$ cat src/cache_defs.svh
// ~~~~~~~~~~~~~~~~~~~~~~~~~~~~~~~~~~~~~~~~~~~~~~~~~~~~~~~~~~~~~~~~~~~~~
// Cache definitions. Address, data and index widths, plus the size
// and speed of main memory.
// ~~~~~~~~~~~~~~~~~~~~~~~~~~~~~~~~~~~~~~~~~~~~~~~~~~~~~~~~~~~~~~~~~~~~~
`ifndef CACHE_DEFS_SVH
`define CACHE_DEFS_SVH

// Word address width.
`define CACHE_ADDR_W 16
// Data word width.
`define CACHE_DATA_W 32
// Index width, 64 lines.
`define CACHE_INDEX_W 6

// Words held by main memory.
`define MEM_DEPTH 1024
// Wait states in the APB access phase.
`define MEM_WAIT 3

`endif

$ cat src/cache_pkg.sv
// ~~~~~~~~~~~~~~~~~~~~~~~~~~~~~~~~~~~~~~~~~~~~~~~~~~~~~~~~~~~~~~~~~~~~~
// Cache package. Word, address, index and tag types, controller state.
// ~~~~~~~~~~~~~~~~~~~~~~~~~~~~~~~~~~~~~~~~~~~~~~~~~~~~~~~~~~~~~~~~~~~~~
`default_nettype none
`include "cache_defs.svh"

package cache_pkg;

	// Basic words.
	typedef logic [`CACHE_DATA_W-1:0] word_t;
	typedef logic [`CACHE_ADDR_W-1:0] addr_t;

	// Address split: low bits pick the line, high bits are the tag.
	typedef logic [`CACHE_INDEX_W-1:0] index_t;
	typedef logic [`CACHE_ADDR_W-`CACHE_INDEX_W-1:0] tag_t;

	// One tag array entry. Valid bits live in the controller.
	typedef struct packed {
		tag_t tag;
	} tag_entry_t;

	// Controller FSM.
	typedef enum logic [2:0] {
		idle,
		lookup,
		apb_setup,
		apb_access,
		respond
	} ctrl_state_t;

endpackage

`default_nettype wire

$ cat src/apb_if.sv
// ~~~~~~~~~~~~~~~~~~~~~~~~~~~~~~~~~~~~~~~~~~~~~~~~~~~~~~~~~~~~~~~~~~~~~
// APB link between the cache controller and main memory.
// ~~~~~~~~~~~~~~~~~~~~~~~~~~~~~~~~~~~~~~~~~~~~~~~~~~~~~~~~~~~~~~~~~~~~~
`default_nettype none

interface apb_if;

	// Request side, driven by the master.
	logic              psel;
	logic              penable;
	logic              pwrite;
	cache_pkg::addr_t  paddr;
	cache_pkg::word_t  pwdata;

	// Response side, driven by the slave.
	cache_pkg::word_t  prdata;
	logic              pready;

	// Cache controller.
	modport master (
		output psel,
		output penable,
		output pwrite,
		output paddr,
		output pwdata,
		input  prdata,
		input  pready
	);

	// Main memory.
	modport slave (
		input  psel,
		input  penable,
		input  pwrite,
		input  paddr,
		input  pwdata,
		output prdata,
		output pready
	);

endinterface

`default_nettype wire

$ cat src/cache_ctrl.sv
// ~~~~~~~~~~~~~~~~~~~~~~~~~~~~~~~~~~~~~~~~~~~~~~~~~~~~~~~~~~~~~~~~~~~~~
// Cache controller. Direct-mapped lookup, write-through and allocate,
// APB master toward main memory, stall and performance counters.
// ~~~~~~~~~~~~~~~~~~~~~~~~~~~~~~~~~~~~~~~~~~~~~~~~~~~~~~~~~~~~~~~~~~~~~
`default_nettype none

module cache_ctrl (
	input  wire                    clk,
	input  wire                    rst,
	// Processor port.
	input  wire                    req,
	input  wire                    we,
	input  cache_pkg::addr_t       addr,
	input  cache_pkg::word_t       wdata,
	output logic                   busy,
	output logic                   done,
	output cache_pkg::word_t       rdata,
	output logic [15:0]            access_count,
	output logic [15:0]            miss_count,
	// Tag array.
	output logic                   tag_en,
	output logic                   tag_we,
	output cache_pkg::index_t      tag_index,
	output cache_pkg::tag_entry_t  tag_wdata,
	input  cache_pkg::tag_entry_t  tag_rdata,
	// Data array.
	output logic                   data_en,
	output logic                   data_we,
	output cache_pkg::index_t      data_index,
	output cache_pkg::word_t       data_wdata,
	input  cache_pkg::word_t       data_rdata,
	// Main memory.
	apb_if.master                  mem
);

	localparam int IDX_W  = $bits(cache_pkg::index_t);
	localparam int ADDR_W = $bits(cache_pkg::addr_t);
	localparam int LINES  = 2 ** IDX_W;

	cache_pkg::ctrl_state_t state, state_next;

	// Latched request.
	logic              we_q;
	cache_pkg::addr_t  addr_q;
	cache_pkg::word_t  wdata_q;
	cache_pkg::word_t  rdata_q;

	// One valid bit per line.
	logic [LINES-1:0]  valid;

	cache_pkg::index_t req_idx, line_idx;
	cache_pkg::tag_t   line_tag;
	cache_pkg::word_t  read_word;
	logic              take, hit, fill;

	// ~~~~~~~~~~~~~~~~~~~~~~~~~~~~~~~~~~~~~~~~~~~~~~~~~~~~~~~~~~~~~~~~~~~
	// Address split and hit detection
	// ~~~~~~~~~~~~~~~~~~~~~~~~~~~~~~~~~~~~~~~~~~~~~~~~~~~~~~~~~~~~~~~~~~~
	assign req_idx  = addr[IDX_W-1:0];
	assign line_idx = addr_q[IDX_W-1:0];
	assign line_tag = addr_q[ADDR_W-1:IDX_W];

	// Request accepted this edge.
	assign take = (state == cache_pkg::idle) && req;
	// RAM outputs are valid in lookup.
	assign hit  = valid[line_idx] && (tag_rdata.tag == line_tag);
	// Last APB cycle, line gets written.
	assign fill = (state == cache_pkg::apb_access) && mem.pready;

	// Cache word on a hit, memory word on a miss.
	assign read_word = (state == cache_pkg::lookup) ? data_rdata : mem.prdata;

	// ~~~~~~~~~~~~~~~~~~~~~~~~~~~~~~~~~~~~~~~~~~~~~~~~~~~~~~~~~~~~~~~~~~~
	// RAM control
	// ~~~~~~~~~~~~~~~~~~~~~~~~~~~~~~~~~~~~~~~~~~~~~~~~~~~~~~~~~~~~~~~~~~~
	// Read at the request edge, write on fill.
	assign tag_en     = take || fill;
	assign tag_we     = fill;
	assign tag_index  = (state == cache_pkg::idle) ? req_idx : line_idx;
	assign tag_wdata  = '{tag: line_tag};

	assign data_en    = take || fill;
	assign data_we    = fill;
	assign data_index = (state == cache_pkg::idle) ? req_idx : line_idx;
	// Writes allocate with the processor word.
	assign data_wdata = we_q ? wdata_q : mem.prdata;

	// ~~~~~~~~~~~~~~~~~~~~~~~~~~~~~~~~~~~~~~~~~~~~~~~~~~~~~~~~~~~~~~~~~~~
	// APB master
	// ~~~~~~~~~~~~~~~~~~~~~~~~~~~~~~~~~~~~~~~~~~~~~~~~~~~~~~~~~~~~~~~~~~~
	assign mem.psel    = (state == cache_pkg::apb_setup) || (state == cache_pkg::apb_access);
	assign mem.penable = (state == cache_pkg::apb_access);
	assign mem.pwrite  = we_q;
	assign mem.paddr   = addr_q;
	assign mem.pwdata  = wdata_q;

	// Processor handshake.
	assign busy  = (state != cache_pkg::idle);
	assign done  = (state == cache_pkg::respond);
	assign rdata = rdata_q;

	// ~~~~~~~~~~~~~~~~~~~~~~~~~~~~~~~~~~~~~~~~~~~~~~~~~~~~~~~~~~~~~~~~~~~
	// FSM
	// ~~~~~~~~~~~~~~~~~~~~~~~~~~~~~~~~~~~~~~~~~~~~~~~~~~~~~~~~~~~~~~~~~~~
	always_comb begin
		state_next = state;
		unique case (state)
			cache_pkg::idle:       if (req) state_next = cache_pkg::lookup;
			// Read hits answer at once, everything else goes to memory.
			cache_pkg::lookup:     state_next = (hit && !we_q) ? cache_pkg::respond
			                                                   : cache_pkg::apb_setup;
			cache_pkg::apb_setup:  state_next = cache_pkg::apb_access;
			cache_pkg::apb_access: if (mem.pready) state_next = cache_pkg::respond;
			cache_pkg::respond:    state_next = cache_pkg::idle;
			default:               state_next = cache_pkg::idle;
		endcase
	end

	always_ff @(posedge clk) begin
		if (rst) begin
			state        <= cache_pkg::idle;
			valid        <= '0;
			access_count <= '0;
			miss_count   <= '0;
		end else begin
			state <= state_next;
			// Line becomes valid once filled.
			if (fill) begin
				valid[line_idx] <= 1'b1;
			end
			// One access per completed request.
			if (state == cache_pkg::respond) begin
				access_count <= access_count + 16'd1;
			end
			// Only reads can miss.
			if ((state == cache_pkg::lookup) && !we_q && !hit) begin
				miss_count <= miss_count + 16'd1;
			end
		end
	end

	// Request fields and read data.
	always_ff @(posedge clk) begin
		if (take) begin
			we_q    <= we;
			addr_q  <= addr;
			wdata_q <= wdata;
		end
		if (!we_q && (((state == cache_pkg::lookup) && hit) || fill)) begin
			rdata_q <= read_word;
		end
	end

endmodule

`default_nettype wire

$ cat src/flat_wrapper.sv
// flat-port wrapper written by rule: the top's interface ports become plain ports
module cache_ctrl_flat 
  (clk, rst, req, we, addr, wdata, busy, done, rdata, access_count, miss_count, tag_en, tag_we, tag_index, tag_wdata, tag_rdata, data_en, data_we, data_index, data_wdata, data_rdata, mem_psel, mem_penable, mem_pwrite, mem_paddr, mem_pwdata, mem_prdata, mem_pready);
  apb_if mem_i ();
  input  wire clk;
  input  wire rst;
  input  wire req;
  input  wire we;
  input  cache_pkg::addr_t addr;
  input  cache_pkg::word_t wdata;
  output logic busy;
  output logic done;
  output cache_pkg::word_t rdata;
  output logic [15:0] access_count;
  output logic [15:0] miss_count;
  output logic tag_en;
  output logic tag_we;
  output cache_pkg::index_t tag_index;
  output cache_pkg::tag_entry_t tag_wdata;
  input  cache_pkg::tag_entry_t tag_rdata;
  output logic data_en;
  output logic data_we;
  output cache_pkg::index_t data_index;
  output cache_pkg::word_t data_wdata;
  input  cache_pkg::word_t data_rdata;
  output wire logic [$bits(mem_i.psel)-1:0] mem_psel;
  output wire logic [$bits(mem_i.penable)-1:0] mem_penable;
  output wire logic [$bits(mem_i.pwrite)-1:0] mem_pwrite;
  output wire logic [$bits(mem_i.paddr)-1:0] mem_paddr;
  output wire logic [$bits(mem_i.pwdata)-1:0] mem_pwdata;
  input wire logic [$bits(mem_i.prdata)-1:0] mem_prdata;
  input wire logic [$bits(mem_i.pready)-1:0] mem_pready;
  assign mem_psel = mem_i.psel;
  assign mem_penable = mem_i.penable;
  assign mem_pwrite = mem_i.pwrite;
  assign mem_paddr = mem_i.paddr;
  assign mem_pwdata = mem_i.pwdata;
  assign mem_i.prdata = mem_prdata;
  assign mem_i.pready = mem_pready;
  cache_ctrl u_core (.clk(clk), .rst(rst), .req(req), .we(we), .addr(addr), .wdata(wdata), .busy(busy), .done(done), .rdata(rdata), .access_count(access_count), .miss_count(miss_count), .tag_en(tag_en), .tag_we(tag_we), .tag_index(tag_index), .tag_wdata(tag_wdata), .tag_rdata(tag_rdata), .data_en(data_en), .data_we(data_we), .data_index(data_index), .data_wdata(data_wdata), .data_rdata(data_rdata), .mem(mem_i));
endmodule
$ cat config.mk
export PLATFORM = sky130hd
export DESIGN_NAME = cache_ctrl_flat
export DESIGN_NICKNAME = d
export VERILOG_FILES = /design/src/cache_pkg.sv /design/src/apb_if.sv /design/src/cache_ctrl.sv /design/src/flat_wrapper.sv
export VERILOG_INCLUDE_DIRS = /design/src /design/src/src
export SDC_FILE = /design/constraint.sdc
export NUM_CORES = 1
export LEC_CHECK = 0
export BUFFER_PORTS_ARGS = -buffer_cell sky130_fd_sc_hd__buf_4
export CAP_MARGIN = 20
export CORE_ASPECT_RATIO = 0.5
export CORE_MARGIN = 1.5
export CORE_UTILIZATION = 50
export CTS_CLUSTER_DIAMETER = 40
export DETAILED_ROUTE_END_ITERATION = 10
export PLACE_DENSITY = 0.82
export SLEW_MARGIN = 5
export SYNTH_ARGS = -nofsm -noshare
export SYNTH_HDL_FRONTEND = slang
export SYNTH_SLANG_ARGS = --single-unit
$ cat constraint.sdc
create_clock -name clk -period 10.24 [get_ports clk]
set_input_delay 2.048 -clock clk [delete_from_list [all_inputs] [get_ports clk]]
set_output_delay 2.048 -clock clk [all_outputs]
set_load 0.05 [all_outputs]
[Word level (Yosys, flattened, before mapping)]
Index checks and enable logic that the tools add are counted.
Cells by class
  add/sub/neg operators: 2
  order comparisons: 2
  equal/unequal tests: 7
  muxes and demuxes: 11
  bitwise operators: 1
  reduce and logical (&&, ||, !) cells: 17
Operators with widths (count)
  $mux W32: 2
  $or A64 B64 Y64: 1
  $add A16 B1 Y16 const B: 2
  $pmux W3 S4: 1
  $eq A10 B10 Y1: 1
  $logic_and A1 B1 Y1: 9
  $mux W3: 3
  $lt A6 B7 Y1 const B: 1
  $bmux W1 S6: 1
  $demux W1 S6: 1
  $eq A3 B2 Y1 const B: 2
  $ge A6 B1 Y1 const B: 1
  $mux W6: 1
  $eq A3 B1 Y1 const B: 1
  $eq A3 B3 Y1 const B: 1
  $logic_not A3 Y1: 1
  $logic_or A1 B1 Y1: 3
  $reduce_bool A3 Y1: 1
  $logic_not A1 Y1: 2
  $mux W1: 2
  $ne A2 B1 Y1 const B: 1
  $ne A2 B2 Y1 const B: 1
  $reduce_and A2 Y1: 1
Storage, ports and cells
  flip-flop bits (word level): 180
  bits of input ports: 127
  output and inout port bits: 175

[Logic depth before layout (Yosys ltp)]
  depth after elaboration: 6
  mapped depth: 12
  depth with buffers taken out: 7

[Worst setup path before layout]
OpenSTA, ideal clock, no wires.
  path kind: input to output
  start: input req
  end: output tag_en
  arrival: 3.618 ns
  data required time: 8.192 ns
  slack: 4.574 ns
  stages: 3
  buffers on the path: 1
  cell sequence: inv_1 -> o21ai_0 -> buf_4
On the way
  cells in the longest elaborated chain, start to end: 2
Ends and longest elaborated chain
  start, declared: line flat_wrapper.sv:7  | input wire req;
  $logic_and A1 B1 Y1: line cache_ctrl.sv:64  | assign take = (state == cache_pkg::idle) && req;
  $logic_or A1 B1 Y1
  end, declared: line flat_wrapper.sv:16  | output logic tag_en;
Every way passes these cells.

[Worst setup path after layout]
  start: input mem_pready
  end: output tag_we
On the way
  cells in the longest elaborated chain, start to end: 1
Ends and longest elaborated chain
  start, declared: line flat_wrapper.sv:32  | input wire logic [$bits(mem_i.pready)-1:0] mem_pready;
  $logic_and A1 B1 Y1: line cache_ctrl.sv:68  | assign fill = (state == cache_pkg::apb_access) && mem.pready;
  end, declared: line flat_wrapper.sv:17  | output logic tag_we;
Every way passes these cells.

==> impl_results.md <==
* Finished Core Util at 72.1%
* Pwr Density at 174 nW/um^2
* RSZ-0062 raised after global routing: false
* Setup-failing EPs final at 0
* Die Area at 16300 sq um
* Fin worst setup slack at 5380 ps
* Worst setup EP type: primary output
* GRT Total Usage at 27.4%
* Die Height at 90.9 microns
* Initial antenna violation count at 0
* Worst hold path type: flip-flop to flip-flop
* Compound-cell area share of the yosys netlist at 8.09%
* Initial DRC count at 556
* Synthesized-area fraction occupied by adder cells at 0.324%
* CP required at 8190 ps
* Vias/cell at 5.53
* Avg Cell Area, Syn at 11.5 sq um
* Antenna-violating nets left at 0
* Synth area leaders: edfxtp_1 (31%), dfxtp_1 (26%), mux2_2 (9.9%), a21oi_1 (5.5%), nor2_1 (4.5%)
* NumNets Final at 1076
* Leak at 4.39 nW
* DP Area at 10000 sq um
* Slew @ Worst Pin at 1020 ps
* Post-synth EDFFs at 81
* DRT Pass-1 Iters at 6
* Resized Gates After CTS at 0
* Layout cells sized above 1 at 44.2%
* Post-synthesis mux area share at 15.5%
* Synth warn at 0
* Die width at 179 microns
* Post-CTS setup buffer count at 0
* Layout fillers at 1021
* Crit path launch: mem_pready
* Max-slew violation count at 0
* CTS H-tree lvls at 4
* # diodes at 0
* Slew headroom at 31.4%
* Hold Startpoint: u_core.valid[60]
* Outcome: finished clean
* Finished Cell Area at 10700 sq um
* Clk sinks at 180
* Fin crit period at 4860 ps
* Vias at 6401
* Critical path class: input pin to primary output
* Synth cell types at 46
* I/O pin total at 302
* Area of the core at 14800 sq um
* CP Max Fanout at 5
* Total CTS buffers at 17
* Leading area contributor after synthesis: edfxtp_1
* Setup TNS at 0 ps
* Fmax at 0.206 GHz
* Final Hold Viols at 0
* Vias in the first global route at 6197
* First-pass GRT wire length at 34100 microns
* Max cap viols at 0
* Max Buffers Root-to-Sink at 2
* Commonest non-fill, non-tap cell in the layout: buf_4
* Primary FF master, synth: dfxtp_1
* Seq cells post-synth at 180
* DR DRC count at 0
* GP Congestion at 1.00
* Synth Area in Simple Gates at 12.3%
* Worst Hold Path EP: u_core.valid[60]
* Total power at 1.86 mW
* Total Wirelength at 22900 microns
* Reg2Reg Capture Point: u_core.rdata[31]
* Worst R2R Start: u_core.mem.paddr[0]
* I/O Buffers at 301
* Register area at 4410 sq um
* Multi-input logic area at 3020 sq um
* Post-Syn Instances at 671
* Clock Tree Root: clkbuf_16
* VDD IR-drop max at 0.0959 mV
* CP startpoint kind: input pin
* Arrival @ worst endpoint at 2810 ps
* Placement Setup Slack at 5230 ps
* Hold buffers post-CTS at 0
* Seq/Total Area, Yosys at 57.1%
* Yosys top cell area share at 31.5%
* Max Clock Skew at 14.4 ps
* Rows at 31
* Largest net degree at the start of global routing at 102
* Register-to-register setup slack at 6430 ps
* R2R cell count at 8
* Initial cell density of the core at 52.3%
* Clk Latency, worst-skew pair at 420 ps
* Post-synthesis async set-or-reset flop share at 0%
* Largest family of logic cells by synthesized area: multiplexers
* Worst hold path cell count at 2
* XOR/XNOR Fraction of Synth Area at 2.61%
* Tcrit/Tclk final at 47.5%
* Gr ovfl total at 0
* Hpwl dp at 16500 microns
* Most frequent cells in the layout: buf_4 (311), dfxtp_1 (99), nor2_1 (90)
* Mapped Area at 7730 sq um
* Clock Pin Slew Worst Setup and Hold Paths at 70 ps
* Post-Syn Nets at 800
* Routed len/inst at 19.8 microns
* CTS tree: done
* Synth-to-Final Area Change at 37.9%
==> cell usage after synthesis, types with 7 or more instances <==
library cell and instances:
dfxtp_1 99, nor2_1 92, a21oi_1 85, edfxtp_1 81, mux2_2 68, nand2_1 37, clkbuf_1 29, buf_4 18
xnor2_1 13, o21ai_0 10, xor2_1 10, and3_1 9, mux4_2 9, nand3_1 9, nand4_1 9, nor3_1 8
or3_1 8, or4_1 8, inv_1 7, mux2i_1 7, o31ai_1 7
==> metal layers <==
layer	track usage (%)	wire [microns]
met1	34.2	9420
met2	48.4	11700
met3	4.69	1370
met4	8.61	421
met5	0	0
==> metrics by stage <==
step	cells	hold WS [ps]
2_1_floorplan	671	428
3_3_place_gp	1125	439
3_5_place_dp	1126	448
4_1_cts	1158	463
5_1_grt	1158	472
6_report	1158	461
==> logic make-up after synthesis <==
family / after synthesis
simple gates: 202
flops: 180
compound gates: 113
mux: 90
buf+inv: 61
xor+xnor: 23
fa+ha+maj: 2
==> cell type report <==
type | count | share of cell area (%)
flip-flops and latches | 180 | 41.4
well taps | 198 | 2.32
repair buffers | 311 | 21.9
multi-input cells | 430 | 28.3
clock buffers | 21 | 4.53
inverters | 7 | 0.246
clock inverters | 11 | 1.30
==> sequential cells by signal (all words and copies together), names as in the netlist <==
signal	count
u_core.access_count	16
u_core.mem.paddr	16
u_core.mem.pwdata	32
u_core.mem.pwrite	1
u_core.miss_count	16
u_core.rdata	32
u_core.state	3
u_core.valid	64
==> report_power, final <==
part | internal [mW] | switching, mW | total (mW)
clock network | 0.395 | 0.285 | 0.681
registers | 0.777 | 0.0239 | 0.800
logic | 0.129 | 0.247 | 0.376
total | 1.30 | 0.556 | 1.86
==> worst max-delay path, stage by stage <==
cell and delay (ps):
buf_4 100, nand3_1 170, inv_1 250, buf_4 240
==> worst max path at each step <==
stage | cells after the start | to
final | 4 | tag_we
after global routing | 4 | tag_we
after CTS | 4 | tag_we
after detailed placement | 8 | u_core.rdata[17]
after global placement | 8 | u_core.rdata[13]
after floorplan | 3 | tag_en
Note: power is estimated with default switching activity, not from simulation.
