$ cat src/cache_defs.svh
// ~~~~~~~~~~~~~~~~~~~~~~~~~~~~~~~~~~~~~~~~~~~~~~~~~~~~~~~~~~~~~~~~~~~~~
// Cache definitions. Address, data and index widths, plus the size
// and speed of main memory.
// ~~~~~~~~~~~~~~~~~~~~~~~~~~~~~~~~~~~~~~~~~~~~~~~~~~~~~~~~~~~~~~~~~~~~~
`ifndef CACHE_DEFS_SVH
`define CACHE_DEFS_SVH

// Word address width.
`define CACHE_ADDR_W 16
// Data word width.
`define CACHE_DATA_W 32
// Index width, 64 lines.
`define CACHE_INDEX_W 6

// Words held by main memory.
`define MEM_DEPTH 1024
// Wait states in the APB access phase.
`define MEM_WAIT 3

`endif

$ cat src/cache_pkg.sv
// ~~~~~~~~~~~~~~~~~~~~~~~~~~~~~~~~~~~~~~~~~~~~~~~~~~~~~~~~~~~~~~~~~~~~~
// Cache package. Word, address, index and tag types, controller state.
// ~~~~~~~~~~~~~~~~~~~~~~~~~~~~~~~~~~~~~~~~~~~~~~~~~~~~~~~~~~~~~~~~~~~~~
`default_nettype none
`include "cache_defs.svh"

package cache_pkg;

	// Basic words.
	typedef logic [`CACHE_DATA_W-1:0] word_t;
	typedef logic [`CACHE_ADDR_W-1:0] addr_t;

	// Address split: low bits pick the line, high bits are the tag.
	typedef logic [`CACHE_INDEX_W-1:0] index_t;
	typedef logic [`CACHE_ADDR_W-`CACHE_INDEX_W-1:0] tag_t;

	// One tag array entry. Valid bits live in the controller.
	typedef struct packed {
		tag_t tag;
	} tag_entry_t;

	// Controller FSM.
	typedef enum logic [2:0] {
		idle,
		lookup,
		apb_setup,
		apb_access,
		respond
	} ctrl_state_t;

endpackage

`default_nettype wire

$ cat src/cache_ram.sv
// ~~~~~~~~~~~~~~~~~~~~~~~~~~~~~~~~~~~~~~~~~~~~~~~~~~~~~~~~~~~~~~~~~~~~~
// Cache RAM. Single-port synchronous array, payload set by type.
// ~~~~~~~~~~~~~~~~~~~~~~~~~~~~~~~~~~~~~~~~~~~~~~~~~~~~~~~~~~~~~~~~~~~~~
`default_nettype none

module cache_ram #(
	parameter type payload_t = logic,
	parameter int  DEPTH     = 64
) (
	input  wire               clk,
	input  wire               en,
	input  wire               we,
	input  cache_pkg::index_t index,
	input  payload_t          wdata,
	output payload_t          rdata
);

	// Storage, one entry per cache line.
	payload_t mem [DEPTH];

	// ~~~~~~~~~~~~~~~~~~~~~~~~~~~~~~~~~~~~~~~~~~~~~~~~~~~~~~~~~~~~~~~~~~~
	// Read and write port
	// ~~~~~~~~~~~~~~~~~~~~~~~~~~~~~~~~~~~~~~~~~~~~~~~~~~~~~~~~~~~~~~~~~~~
	always_ff @(posedge clk) begin
		if (en) begin
			// Write the new entry when asked.
			if (we) begin
				mem[index] <= wdata;
			end
			// Read returns the old entry on a write cycle.
			rdata <= mem[index];
		end
	end

endmodule

`default_nettype wire

$ cat config.mk
export PLATFORM = sky130hd
export DESIGN_NAME = cache_ram
export DESIGN_NICKNAME = d
export VERILOG_FILES = /design/src/cache_pkg.sv /design/src/cache_ram.sv
export VERILOG_INCLUDE_DIRS = /design/src /design/src/src
export SDC_FILE = /design/constraint.sdc
export NUM_CORES = 1
export LEC_CHECK = 0
export CAP_MARGIN = 20
export CORE_MARGIN = 1.5
export CORE_UTILIZATION = 59
export CTS_CLUSTER_DIAMETER = 60
export DETAILED_ROUTE_END_ITERATION = 7
export DONT_BUFFER_PORTS = 1
export PLACE_DENSITY = 0.74
export SLEW_MARGIN = 30
export SYNTH_ARGS = -nofsm -noshare
export SYNTH_HDL_FRONTEND = slang
export SYNTH_SLANG_ARGS = --single-unit
$ cat constraint.sdc
create_clock -name clk -period 3.58 [get_ports clk]
set_input_delay 0.179 -clock clk [delete_from_list [all_inputs] [get_ports clk]]
set_output_delay 0.179 -clock clk [all_outputs]
set_load 0.01 [all_outputs]
Word level (Yosys, flattened, before mapping)
Memory sizes are Yosys's and may differ from the RTL's. A register that Yosys moved wholly into a read port is not among the register bits.
Cells that the tools add are included.
{"block": "totals", "elab_cells": 4, "memories": 1, "regBits": 0, "input_bits": 10, "out_inout_bits": 1, "latch_bits": 0, "ram_bits": 64, "romBits": 0}
{"block": "op_classes", "bitwise_logic": 0, "n_mul": 0, "n_mux": 3, "eq_ne": 0, "n_lt_le_gt_ge": 0, "addsub": 0, "reduce_logical": 0, "n_div": 0, "n_shift": 0}
{"name": "mem", "words": 64, "width": 1, "rd": 1, "rd_clocked_by_memory_dff": 1, "write_ports": 1, "line": "cache_ram.sv:19", "source": "payload_t mem [DEPTH];"}
{"operator": "1-bit 2-to-1 mux", "n": 3}

Depth between registers and ports, before layout
Gate-level depths: netlist (run 1).
{"block": "depth", "depth_word": 3, "ltp_mapped": 8, "mapped_depth_nobuf": 6}

Least setup slack after synthesis (run 1)
OpenSTA, ideal clock, no wires.
{"block": "synth_timing", "path_kind": "register -> register", "start": "memory mem[31] (netlist bit)", "end": "register rdata (read register of mem) (data pin)", "path_buffers": 0, "t_arrival_ns": 1.646, "path_stages_with_launch": 5, "setup_time_ns": 0.272, "period_less_slack_ns": 1.918, "path_slack_ns": 1.662, "required_time_ns": 3.308, "cell_sequence": "edfxtp_1 -> mux4_2 -> nor2b_1 -> o31a_1 -> or4_1"}
{"element": "start, declared", "line": "cache_ram.sv:19"}
{"element": "end, declared", "line": "cache_ram.sv:15", "source": "output payload_t rdata"}

==> results.cfg, run 1 <==
[pwr]
p_seq_share_pct = 60.2
p_leak_nw = 0.956
ir_worst_vdd_v = 0.000278
p_switching_uw = 293
combPwrFrac_pct = 5.1
intPower_mw = 1.11
netSwitchingFraction_pct = 20.9
power.share.clock_pct = 34.8
cellPowerDensity_nw_per_um2 = 453

[logic_synthesis]
synth_mux_area_share_pct = 7.12
synthArstFlopShare_pct = 0
synth.top_cells.by_count = nor2_1 (71), edfxtp_1 (65), mux2i_1 (14)
synth_nets = 248
yosysTopAreaCell = edfxtp_1
synth_area_um2 = 2920
seq_area_frac_synth_pct = 67.0
synth_fa_ha_area_share_pct = 0
yosys-top-cells-area = edfxtp_1 (67%), nor2_1 (9.1%), mux2i_1 (4.8%)
avgSynthCellArea_um2 = 12.2
yosysMostFrequentCell = nor2_1
synth_compound_area_share_pct = 7.90
ys_warn_count = 0
synth_top_family_by_area = simple AND/OR/NAND/NOR gates
synth-xor-area-share_pct = 0
synthCells = 238
netlist.area_leader.share_pct = 67.0
ys_ff_latch = 65
ys.flop_type = edfxtp_1
synth_edf_count = 65
ys_types = 32
yosys.area_share.simple_pct = 15.2

[floorplanning]
start_util_pct = 61.3
rows = 25
core-area_um2 = 4750
dieHeight_um = 73.3
die_area_um2 = 5370
die_w_um = 73.3
ios = 11

[worst_setup_path]
crit_slowest_cell = or4_1
cp-start-kind = flip-flop
reg2reg_setup_slack_ps = 1580
worstPathMaxFanout = 1
path_class = flip-flop to flip-flop
r2r-end = rdata$_DFFE_PP_
r2r_cells = 4
reg2reg_from = mem[29]$_DFFE_PP_
endpoint = rdata$_DFFE_PP_
critPathArrivalTime_ps = 2060
cp_data_required_time_ps = 3650
worstSetupStartpoint = mem[29]$_DFFE_PP_
endpoint_kind = flip-flop
cp_cell_sequence = mux4_2, nor2b_1, o31a_1, or4_1
cpPeakStageDelay_ps = 500

[clock_network]
cts_resized = 0
cts-root-buf = clkbuf_8
numCtsBuffers = 9
clockBufferDepth = 2
clkTransAtPathRegs_ps = 60
cts_setup_buffers = 0
h-tree-depth = 3
cts_tree = done
worstSkewPairLatency_ps = 340
cts_sinks = 65
holdBufCountCts = 2

[placement]
place_area_um2 = 2920
hpwlAfterDp_um = 3380
place.gp.congestion = 0.739
port_buffers = 0

[sta]
finalSetupViolCount = 0
finClkSkew_ps = 7.28
period_needed_ps = 2000
rsz0062_at_grt = no
relSlewSlack_pct = 36.8
final_hold_viol_count = 0
worst_slew_pin_slew_ps = 946
timing.fmax_ghz = 0.501
slew_viol_final = 0
period_share_pct = 55.7
finalSetupTns_ps = 0

[grt]
grt_use_total_pct = 23.6
grt_pass1_vias = 1734
gr-total-overflow = 0
antenna_found_initial = 0
grt_max_degree = 65
grt_pass1_wl_um = 8960

[cells_and_area]
area_growth_pct = 6.05
fin_nets = 244
n_antenna_cell = 0
stdcell_area_um2 = 3090
fill_cells = 374
drive_gt1_share_pct = 7.59

[hold_path]
hp-class = input port to flip-flop
holdCritStartpoint = index[2]

[route]
routed_wl_um = 5700
drt_drc_violations_left = 0
dr.pass1.iters = 5
vias_per_cell = 6.13
drtAntennaViolNets = 0
routedWlPerCell_um = 18.7
via_count = 1864
drtIter0Drc = 223

[flow_run]
drv_cap = 0

[status]
status = complete, no violations
[critical path, delay by kind of cell (launching register included)]
| family | cells | cell delay, ps |
|---|---|---|
| AO/OA/AOI/OAI | 1 | 270 |
| flip-flops | 1 | 390 |
| multiplexers | 1 | 440 |
| AND/OR/NAND/NOR | 2 | 640 |
[power groups by stage]
stage | clock, mW | sequential [mW] | combinational, mW
6_report | 0.487 | 0.844 | 0.0709
3_3_place_gp | 0 | 0.860 | 0.0576
4_1_cts | 0.490 | 0.844 | 0.0708
3_5_place_dp | 0 | 0.860 | 0.0582
5_1_grt | 0.518 | 0.844 | 0.0783
2_1_floorplan | 0 | 0.860 | 0.0614
[area by class of cell]
| type | instances | area (µm²) | share of cell area [%] |
|---|---|---|---|
| clock buffers | 12 | 135 | 4.37 |
| clock inverters | 2 | 7.51 | 0.243 |
| inverters | 1 | 3.75 | 0.121 |
| flip-flops and latches | 65 | 1950 | 63.1 |
| repair buffers | 2 | 30.0 | 0.971 |
| multi-input cells | 155 | 880 | 28.4 |
| well taps | 67 | 83.8 | 2.71 |
[layout by cell type, fill, tap and decap left out, drive strengths merged]
cell type    synthesis  routed
o211ai               1       1
nand2               12      12
o22ai                6       6
nor3                 1       1
or3                  1       1
nor2                71      71
dlygate4sd3          0       1
o21ai                3       3
buf                  7       1
o21bai               3       3
a221oi               3       3
a21oi                7       7
clkinv               0       2
or4                  1       1
mux2                 2       2
and3                 1       1
or2                  1       1
o2111ai              1       1
inv                  1       1
nor2b                4       4
nand3                6       6
nand3b               3       3
mux4                 2       2
edfxtp              65      65
mux2i               14      14
or3b                 2       2
o31a                 1       1
a31oi                1       1
o22a                 2       2
clkbuf              10      12
a22oi                6       6
[cell families (layout without fill, tap and decap cells)]
kind of cell | count (synthesis) | in the layout
muxes | 18 | 18
DFF | 65 | 65
buffers and inverters | 18 | 17
AOI/OAI and AO/OA | 34 | 34
and+or+nand+nor | 103 | 103
[flip-flops by register name, summed over array words and instances (netlist names)]
register,cells
rdata,1
mem,64
[layer usage]
layer / vias up / track usage, % / wire length [µm]
met4: 0 / 10.7 / 70
met5: - / 0 / 0
met1: 911 / 33.1 / 2320
met3: 7 / 4.53 / 513
met2: 92 / 36.2 / 2800
li1: 854 / - / -
[through the flow]
step	total power, mW	setup slack (ps)	instances	hold slack, ps	util (%)
detailed placement	0.919	1610	288	281	61.4
global route	1.44	1550	304	178	65.0
floorplan	0.921	1660	238	278	-
global placement	0.918	1640	288	283	61.4
finish	1.40	1580	304	170	65.0
CTS	1.40	1600	304	153	65.0
[how the worst min path moves through the flow]
stage / to / cells after the start
finish: rdata$_DFFE_PP_ / 2
global route: rdata$_DFFE_PP_ / 2
CTS: rdata$_DFFE_PP_ / 2
detailed placement: mem[39]$_DFFE_PP_ / 0
global placement: mem[35]$_DFFE_PP_ / 0
floorplan: mem[0]$_DFFE_PP_ / 0
No activity file was read; power rests on OpenSTA's default activity.
==> run 2, diff against run 1 <==
Settings changed: CORE_UTILIZATION 59 to 56, PLACE_DENSITY 0.74 to 0.73.
Clock period 3.58 ns to 1.6 ns, I/O delays scaled along.
==> run 2 against run 1 <==
Via count rose by 2.0%. Core utilization down 1.1 points. Hold slack lost 120 ps. Clock power is 130% higher. The flow now finishes with violations (negative setup slack). Final cell count rose by 7.6%. Maximum frequency is 4.6% higher. Final area is 4.9% higher. Largest cell class unchanged. Global-route usage about the same. Non-clock buffer count increased by 19. Clock-buffer cell count rose by 2.
==> results.cfg, run 2 (same netlist as run 1, synthesis figures left out) <==
[floorplanning]
ios = 11
die_w_um = 75.2
rows = 26
dieHeight_um = 75.2
core-area_um2 = 5070
start_util_pct = 57.4
die_area_um2 = 5650

[sta]
finalSetupTns_ps = -308
worst_slew_pin_slew_ps = 923
finalSetupViolCount = 1
final_hold_viol_count = 0
rsz0062_at_grt = yes
finClkSkew_ps = 8.10
period_needed_ps = 1910
timing.fmax_ghz = 0.524
hold_slack_ps = 49.1
period_share_pct = 119
relSlewSlack_pct = 38.3
finalWorstSetupSlack_ps = -308
slew_viol_final = 0

[clock_network]
clkTransAtPathRegs_ps = 70
cts_sinks = 65
h-tree-depth = 3
clockBufferDepth = 2
cts-root-buf = clkbuf_8
cts_tree = done
cts_resized = 0
worstSkewPairLatency_ps = 340
numCtsBuffers = 9

[cells_and_area]
fin_nets = 263
fin_cells = 327
regMostFlops = mem
final_common_cell = nor2_1
largest_register_ffs = 64
area_growth_pct = 11.2
stdcell_area_um2 = 3240
drive_gt1_share_pct = 14.4
n_antenna_cell = 0
finish.utilization_pct = 63.9
final_cell_mix = nor2_1 (71), edfxtp_1 (65), buf_4 (19), mux2i_1 (14), nand2_1 (12)
reg.largest.list = mem x64, rdata x1

[status]
status = finished with violations
violations = negative setup slack

[worst_setup_path]
reg2reg_setup_slack_ps = -310
path_class = flip-flop to flip-flop
worstPathMaxFanout = 1
cp_data_required_time_ps = 1680
r2r_cells = 4
r2r-end = rdata$_DFFE_PP_
cp-start-kind = flip-flop
endpoint_kind = flip-flop
reg2reg_from = mem[29]$_DFFE_PP_
critPathArrivalTime_ps = 1990

[placement]
place.gp.congestion = 0.808
hpwlAfterDp_um = 3550
placedCellCount = 310
place_area_um2 = 3070
pre_cts_ws_ps = -298
port_buffers = 0

[route]
routed_wl_um = 5800
drtAntennaViolNets = 0
via_count = 1902
drt_drc_violations_left = 0
drtIter0Drc = 169
routedWlPerCell_um = 17.7
vias_per_cell = 5.82
dr.pass1.iters = 4

[grt]
grt_use_total_pct = 23.5
grt_pass1_vias = 1806
gr-total-overflow = 0
antenna_found_initial = 0
grt_pass1_wl_um = 9240
grt_max_degree = 65

[pwr]
cellPowerDensity_nw_per_um2 = 982
power_mw = 3.18
p_leak_nw = 1.04
ir_worst_vdd_v = 0.000619

[hold_path]
hp-class = input port to flip-flop
holdCritStartpoint = index[2]
min_to = rdata$_DFFE_PP_
hold-path-cell-count = 2

[flow_run]
drv_cap = 0
-- run 2: worst max-delay path by stage --
stage	startpoint	to	slack, ps	depth (start not counted)
2_1_floorplan	mem[31]$_DFFE_PP_	rdata$_DFFE_PP_	-240	4
3_3_place_gp	mem[31]$_DFFE_PP_	rdata$_DFFE_PP_	-260	4
3_5_place_dp	mem[29]$_DFFE_PP_	rdata$_DFFE_PP_	-300	4
4_1_cts	mem[29]$_DFFE_PP_	rdata$_DFFE_PP_	-310	4
5_1_grt	mem[24]$_DFFE_PP_	rdata$_DFFE_PP_	-360	5
6_report	mem[29]$_DFFE_PP_	rdata$_DFFE_PP_	-310	4
-- run 2: area by class of cell --
cell class	instances	area, µm²
Multi-Input combinational cell	155	880
Inverter	1	3.75
Tap cell	70	87.6
Clock inverter	1	3.75
Timing Repair Buffer	21	173
Clock buffer	14	143
Fill cell	436	1830
Sequential cell	65	1950
-- run 2: report_power, final --
group	internal [mW]	switching (mW)	total, mW
clock	0.552	0.563	1.11
sequential	1.88	0.00458	1.89
combinational	0.0798	0.101	0.181
total	2.51	0.668	3.18
-- run 2: layer usage --
metal | vias up | routed length, µm | track usage (%)
met2 | 67 | 2740 | 34.7
met4 | 0 | 78 | 10.5
li1 | 894 | - | -
met3 | 9 | 409 | 7.10
met5 | - | 0 | 0
met1 | 932 | 2570 | 32.6
-- run 2: critical path, cell delays in order (launching register included) --
cell and delay [ps]:
edfxtp_1 380, mux4_2 440, nor2b_1 140, o31a_1 230, or4_1 470
-- run 2: timing repair --
action | in CTS | in global routing
endpoints found under the setup margin | 1 | 1
hold buffers | 2 | 0
hold endpoints to repair | 65 | 0
buffers inserted | 0 | 0
pin swaps | 0 | 1
==> run 3, diff against run 2 <==
Settings changed: CORE_UTILIZATION 56 to 59, PLACE_DENSITY 0.73 to 0.74, SETUP_SLACK_MARGIN set to 0.1.
Clock period 1.6 ns to 1.89 ns, I/O delays scaled along.
==> run 3 against run 2 <==
The flow still finishes with violations (negative setup slack). Routed wire length about the same. Sequential power shrank 15%. Non-clock buffer count fell by 10. Sequential share of layout area grew 0.87 points. Clock power hardly changed. Largest cell class unchanged.
==> results.cfg, run 3 (same netlist as run 1, synthesis figures left out) <==
[pwr]
cellPowerDensity_nw_per_um2 = 889
netSwitchingFraction_pct = 20.7
power.share.clock_pct = 38.8
p_leak_nw = 1.01
ir_worst_vdd_v = 0.000578
combPwrFrac_pct = 5.0
intPower_mw = 2.25
p_switching_uw = 587
p_seq_share_pct = 56.2

[route]
drtIter0Drc = 173
routed_wl_um = 5800
vias_per_cell = 5.99
routedWlPerCell_um = 18.4
highest_layer = met4
via_count = 1887
drt_drc_violations_left = 0
wl_met2_um = 2760
dr.pass1.iters = 4
drtAntennaViolNets = 0
wl_met3_um = 456
wl_met1_um = 2460

[worst_setup_path]
crit_slowest_cell = or4_1
worstPathMaxFanout = 1
cp.buffers_inverters = 0
cp_top_family = simple AND/OR/NAND/NOR gates
cp-start-kind = flip-flop
cp_cell_sequence = mux4_2, nor2b_1, o31a_1, or4_1
cp_data_required_time_ps = 1980
path_class = flip-flop to flip-flop
cpPeakStageDelay_ps = 450
critPathArrivalTime_ps = 1990
endpoint_kind = flip-flop

[grt]
grt_use_total_pct = 24.8
gr-total-overflow = 0
grt_pass1_vias = 1885
antenna_found_initial = 0
grt_max_degree = 65
grt_pass1_wl_um = 9280

[cells_and_area]
multiInputGateArea_um2 = 880
area.sequential_um2 = 1950
area_growth_pct = 9.61
reg.largest.list = mem x64, rdata x1
n_antenna_cell = 0
largest_register_ffs = 64
final_common_cell = nor2_1
final_cell_mix = nor2_1 (71), edfxtp_1 (65), mux2i_1 (14), nand2_1 (12)
drive_gt1_share_pct = 12.1
fin_nets = 253
fill_cells = 378
regMostFlops = mem
finish.utilization_pct = 67.2

[clock_network]
cts_setup_buffers = 0
cts_tree = done
h-tree-depth = 3
cts_sinks = 65
worstSkewPairLatency_ps = 350
cts_resized = 0
numCtsBuffers = 9
cts-root-buf = clkbuf_8
clockBufferDepth = 2
clkTransAtPathRegs_ps = 60

[placement]
port_buffers = 0
place.gp.congestion = 0.792
hpwlAfterDp_um = 3510

[floorplanning]
dieHeight_um = 73.3
die_area_um2 = 5370
die_w_um = 73.3
ios = 11
rows = 25
core-area_um2 = 4750
start_util_pct = 61.3

[sta]
worst_slew_pin_slew_ps = 977
finalWorstSetupSlack_ps = -14.4
hold_slack_ps = 77.3
relSlewSlack_pct = 34.7
final_hold_viol_count = 0
slew_viol_final = 0
period_needed_ps = 1900
finalSetupTns_ps = -14.4
finalSetupViolCount = 1
finClkSkew_ps = 4.03
rsz0062_at_grt = yes
timing.fmax_ghz = 0.525
period_share_pct = 101

[status]
violations = negative setup slack
status = finished with violations

[hold_path]
hp-class = input port to flip-flop

[flow_run]
drv_cap = 0
-- run 3: cell type report --
| type | count | share of cell area (%) |
|---|---|---|
| Inverter | 1 | 0.117 |
| Multi-Input combinational cell | 155 | 27.5 |
| Timing Repair Buffer | 11 | 3.05 |
| Tap cell | 67 | 2.62 |
| Clock inverter | 4 | 1.37 |
| Clock buffer | 12 | 4.23 |
| Sequential cell | 65 | 61.1 |
-- run 3: worst paths after layout --
kind                           from  cells past startpoint               to  slack, ps
setup / recovery  mem[29]$_DFFE_PP_                      4  rdata$_DFFE_PP_        -10
hold / removal             index[2]                      2  rdata$_DFFE_PP_         80
setup reg to reg  mem[29]$_DFFE_PP_                      4  rdata$_DFFE_PP_        -10
hold reg to reg   mem[57]$_DFFE_PP_                      5  rdata$_DFFE_PP_        800
-- run 3: worst reg2reg max path, stage by stage (launching register included) --
cell and delay, ps:
edfxtp_1 370, mux4_2 440, nor2b_1 140, o31a_1 240, or4_1 450
-- run 3: metal layers --
layer / GRT usage [%] / vias up
li1: - / 878
met1: 33.3 / 910
met2: 37.8 / 86
met3: 6.72 / 13
met4: 12.1 / 0
met5: 0 / -
-- run 3: repair_timing --
| action | CTS | global route |
|---|---|---|
| endpoints found under the setup margin | 1 | 1 |
| hold buffers | 2 | 0 |
| endpoints found under the hold margin | 65 | 0 |
| pin swaps | 0 | 2 |
-- run 3: power groups by stage --
| stage | clock, mW | combinational (mW) | sequential [mW] |
|---|---|---|---|
| CTS | 1.11 | 0.142 | 1.60 |
| global route | 1.17 | 0.155 | 1.60 |
| detailed placement | 0 | 0.118 | 1.63 |
| finish | 1.10 | 0.142 | 1.60 |
| global placement | 0 | 0.116 | 1.63 |
| floorplan | 0 | 0.116 | 1.63 |
-- run 3: metrics by stage --
stage                     total power [mW]  cell area [µm²]  worst slack (ps)  cells
after global routing                  2.92             3200             -88.9    315
after CTS                             2.85             3200             -23.3    315
after detailed placement              1.75             2990             -12.0    297
final                                 2.84             3200             -14.4    315
after global placement                1.75             2990              3.84    297
after floorplan                       1.74             2920              46.1    238
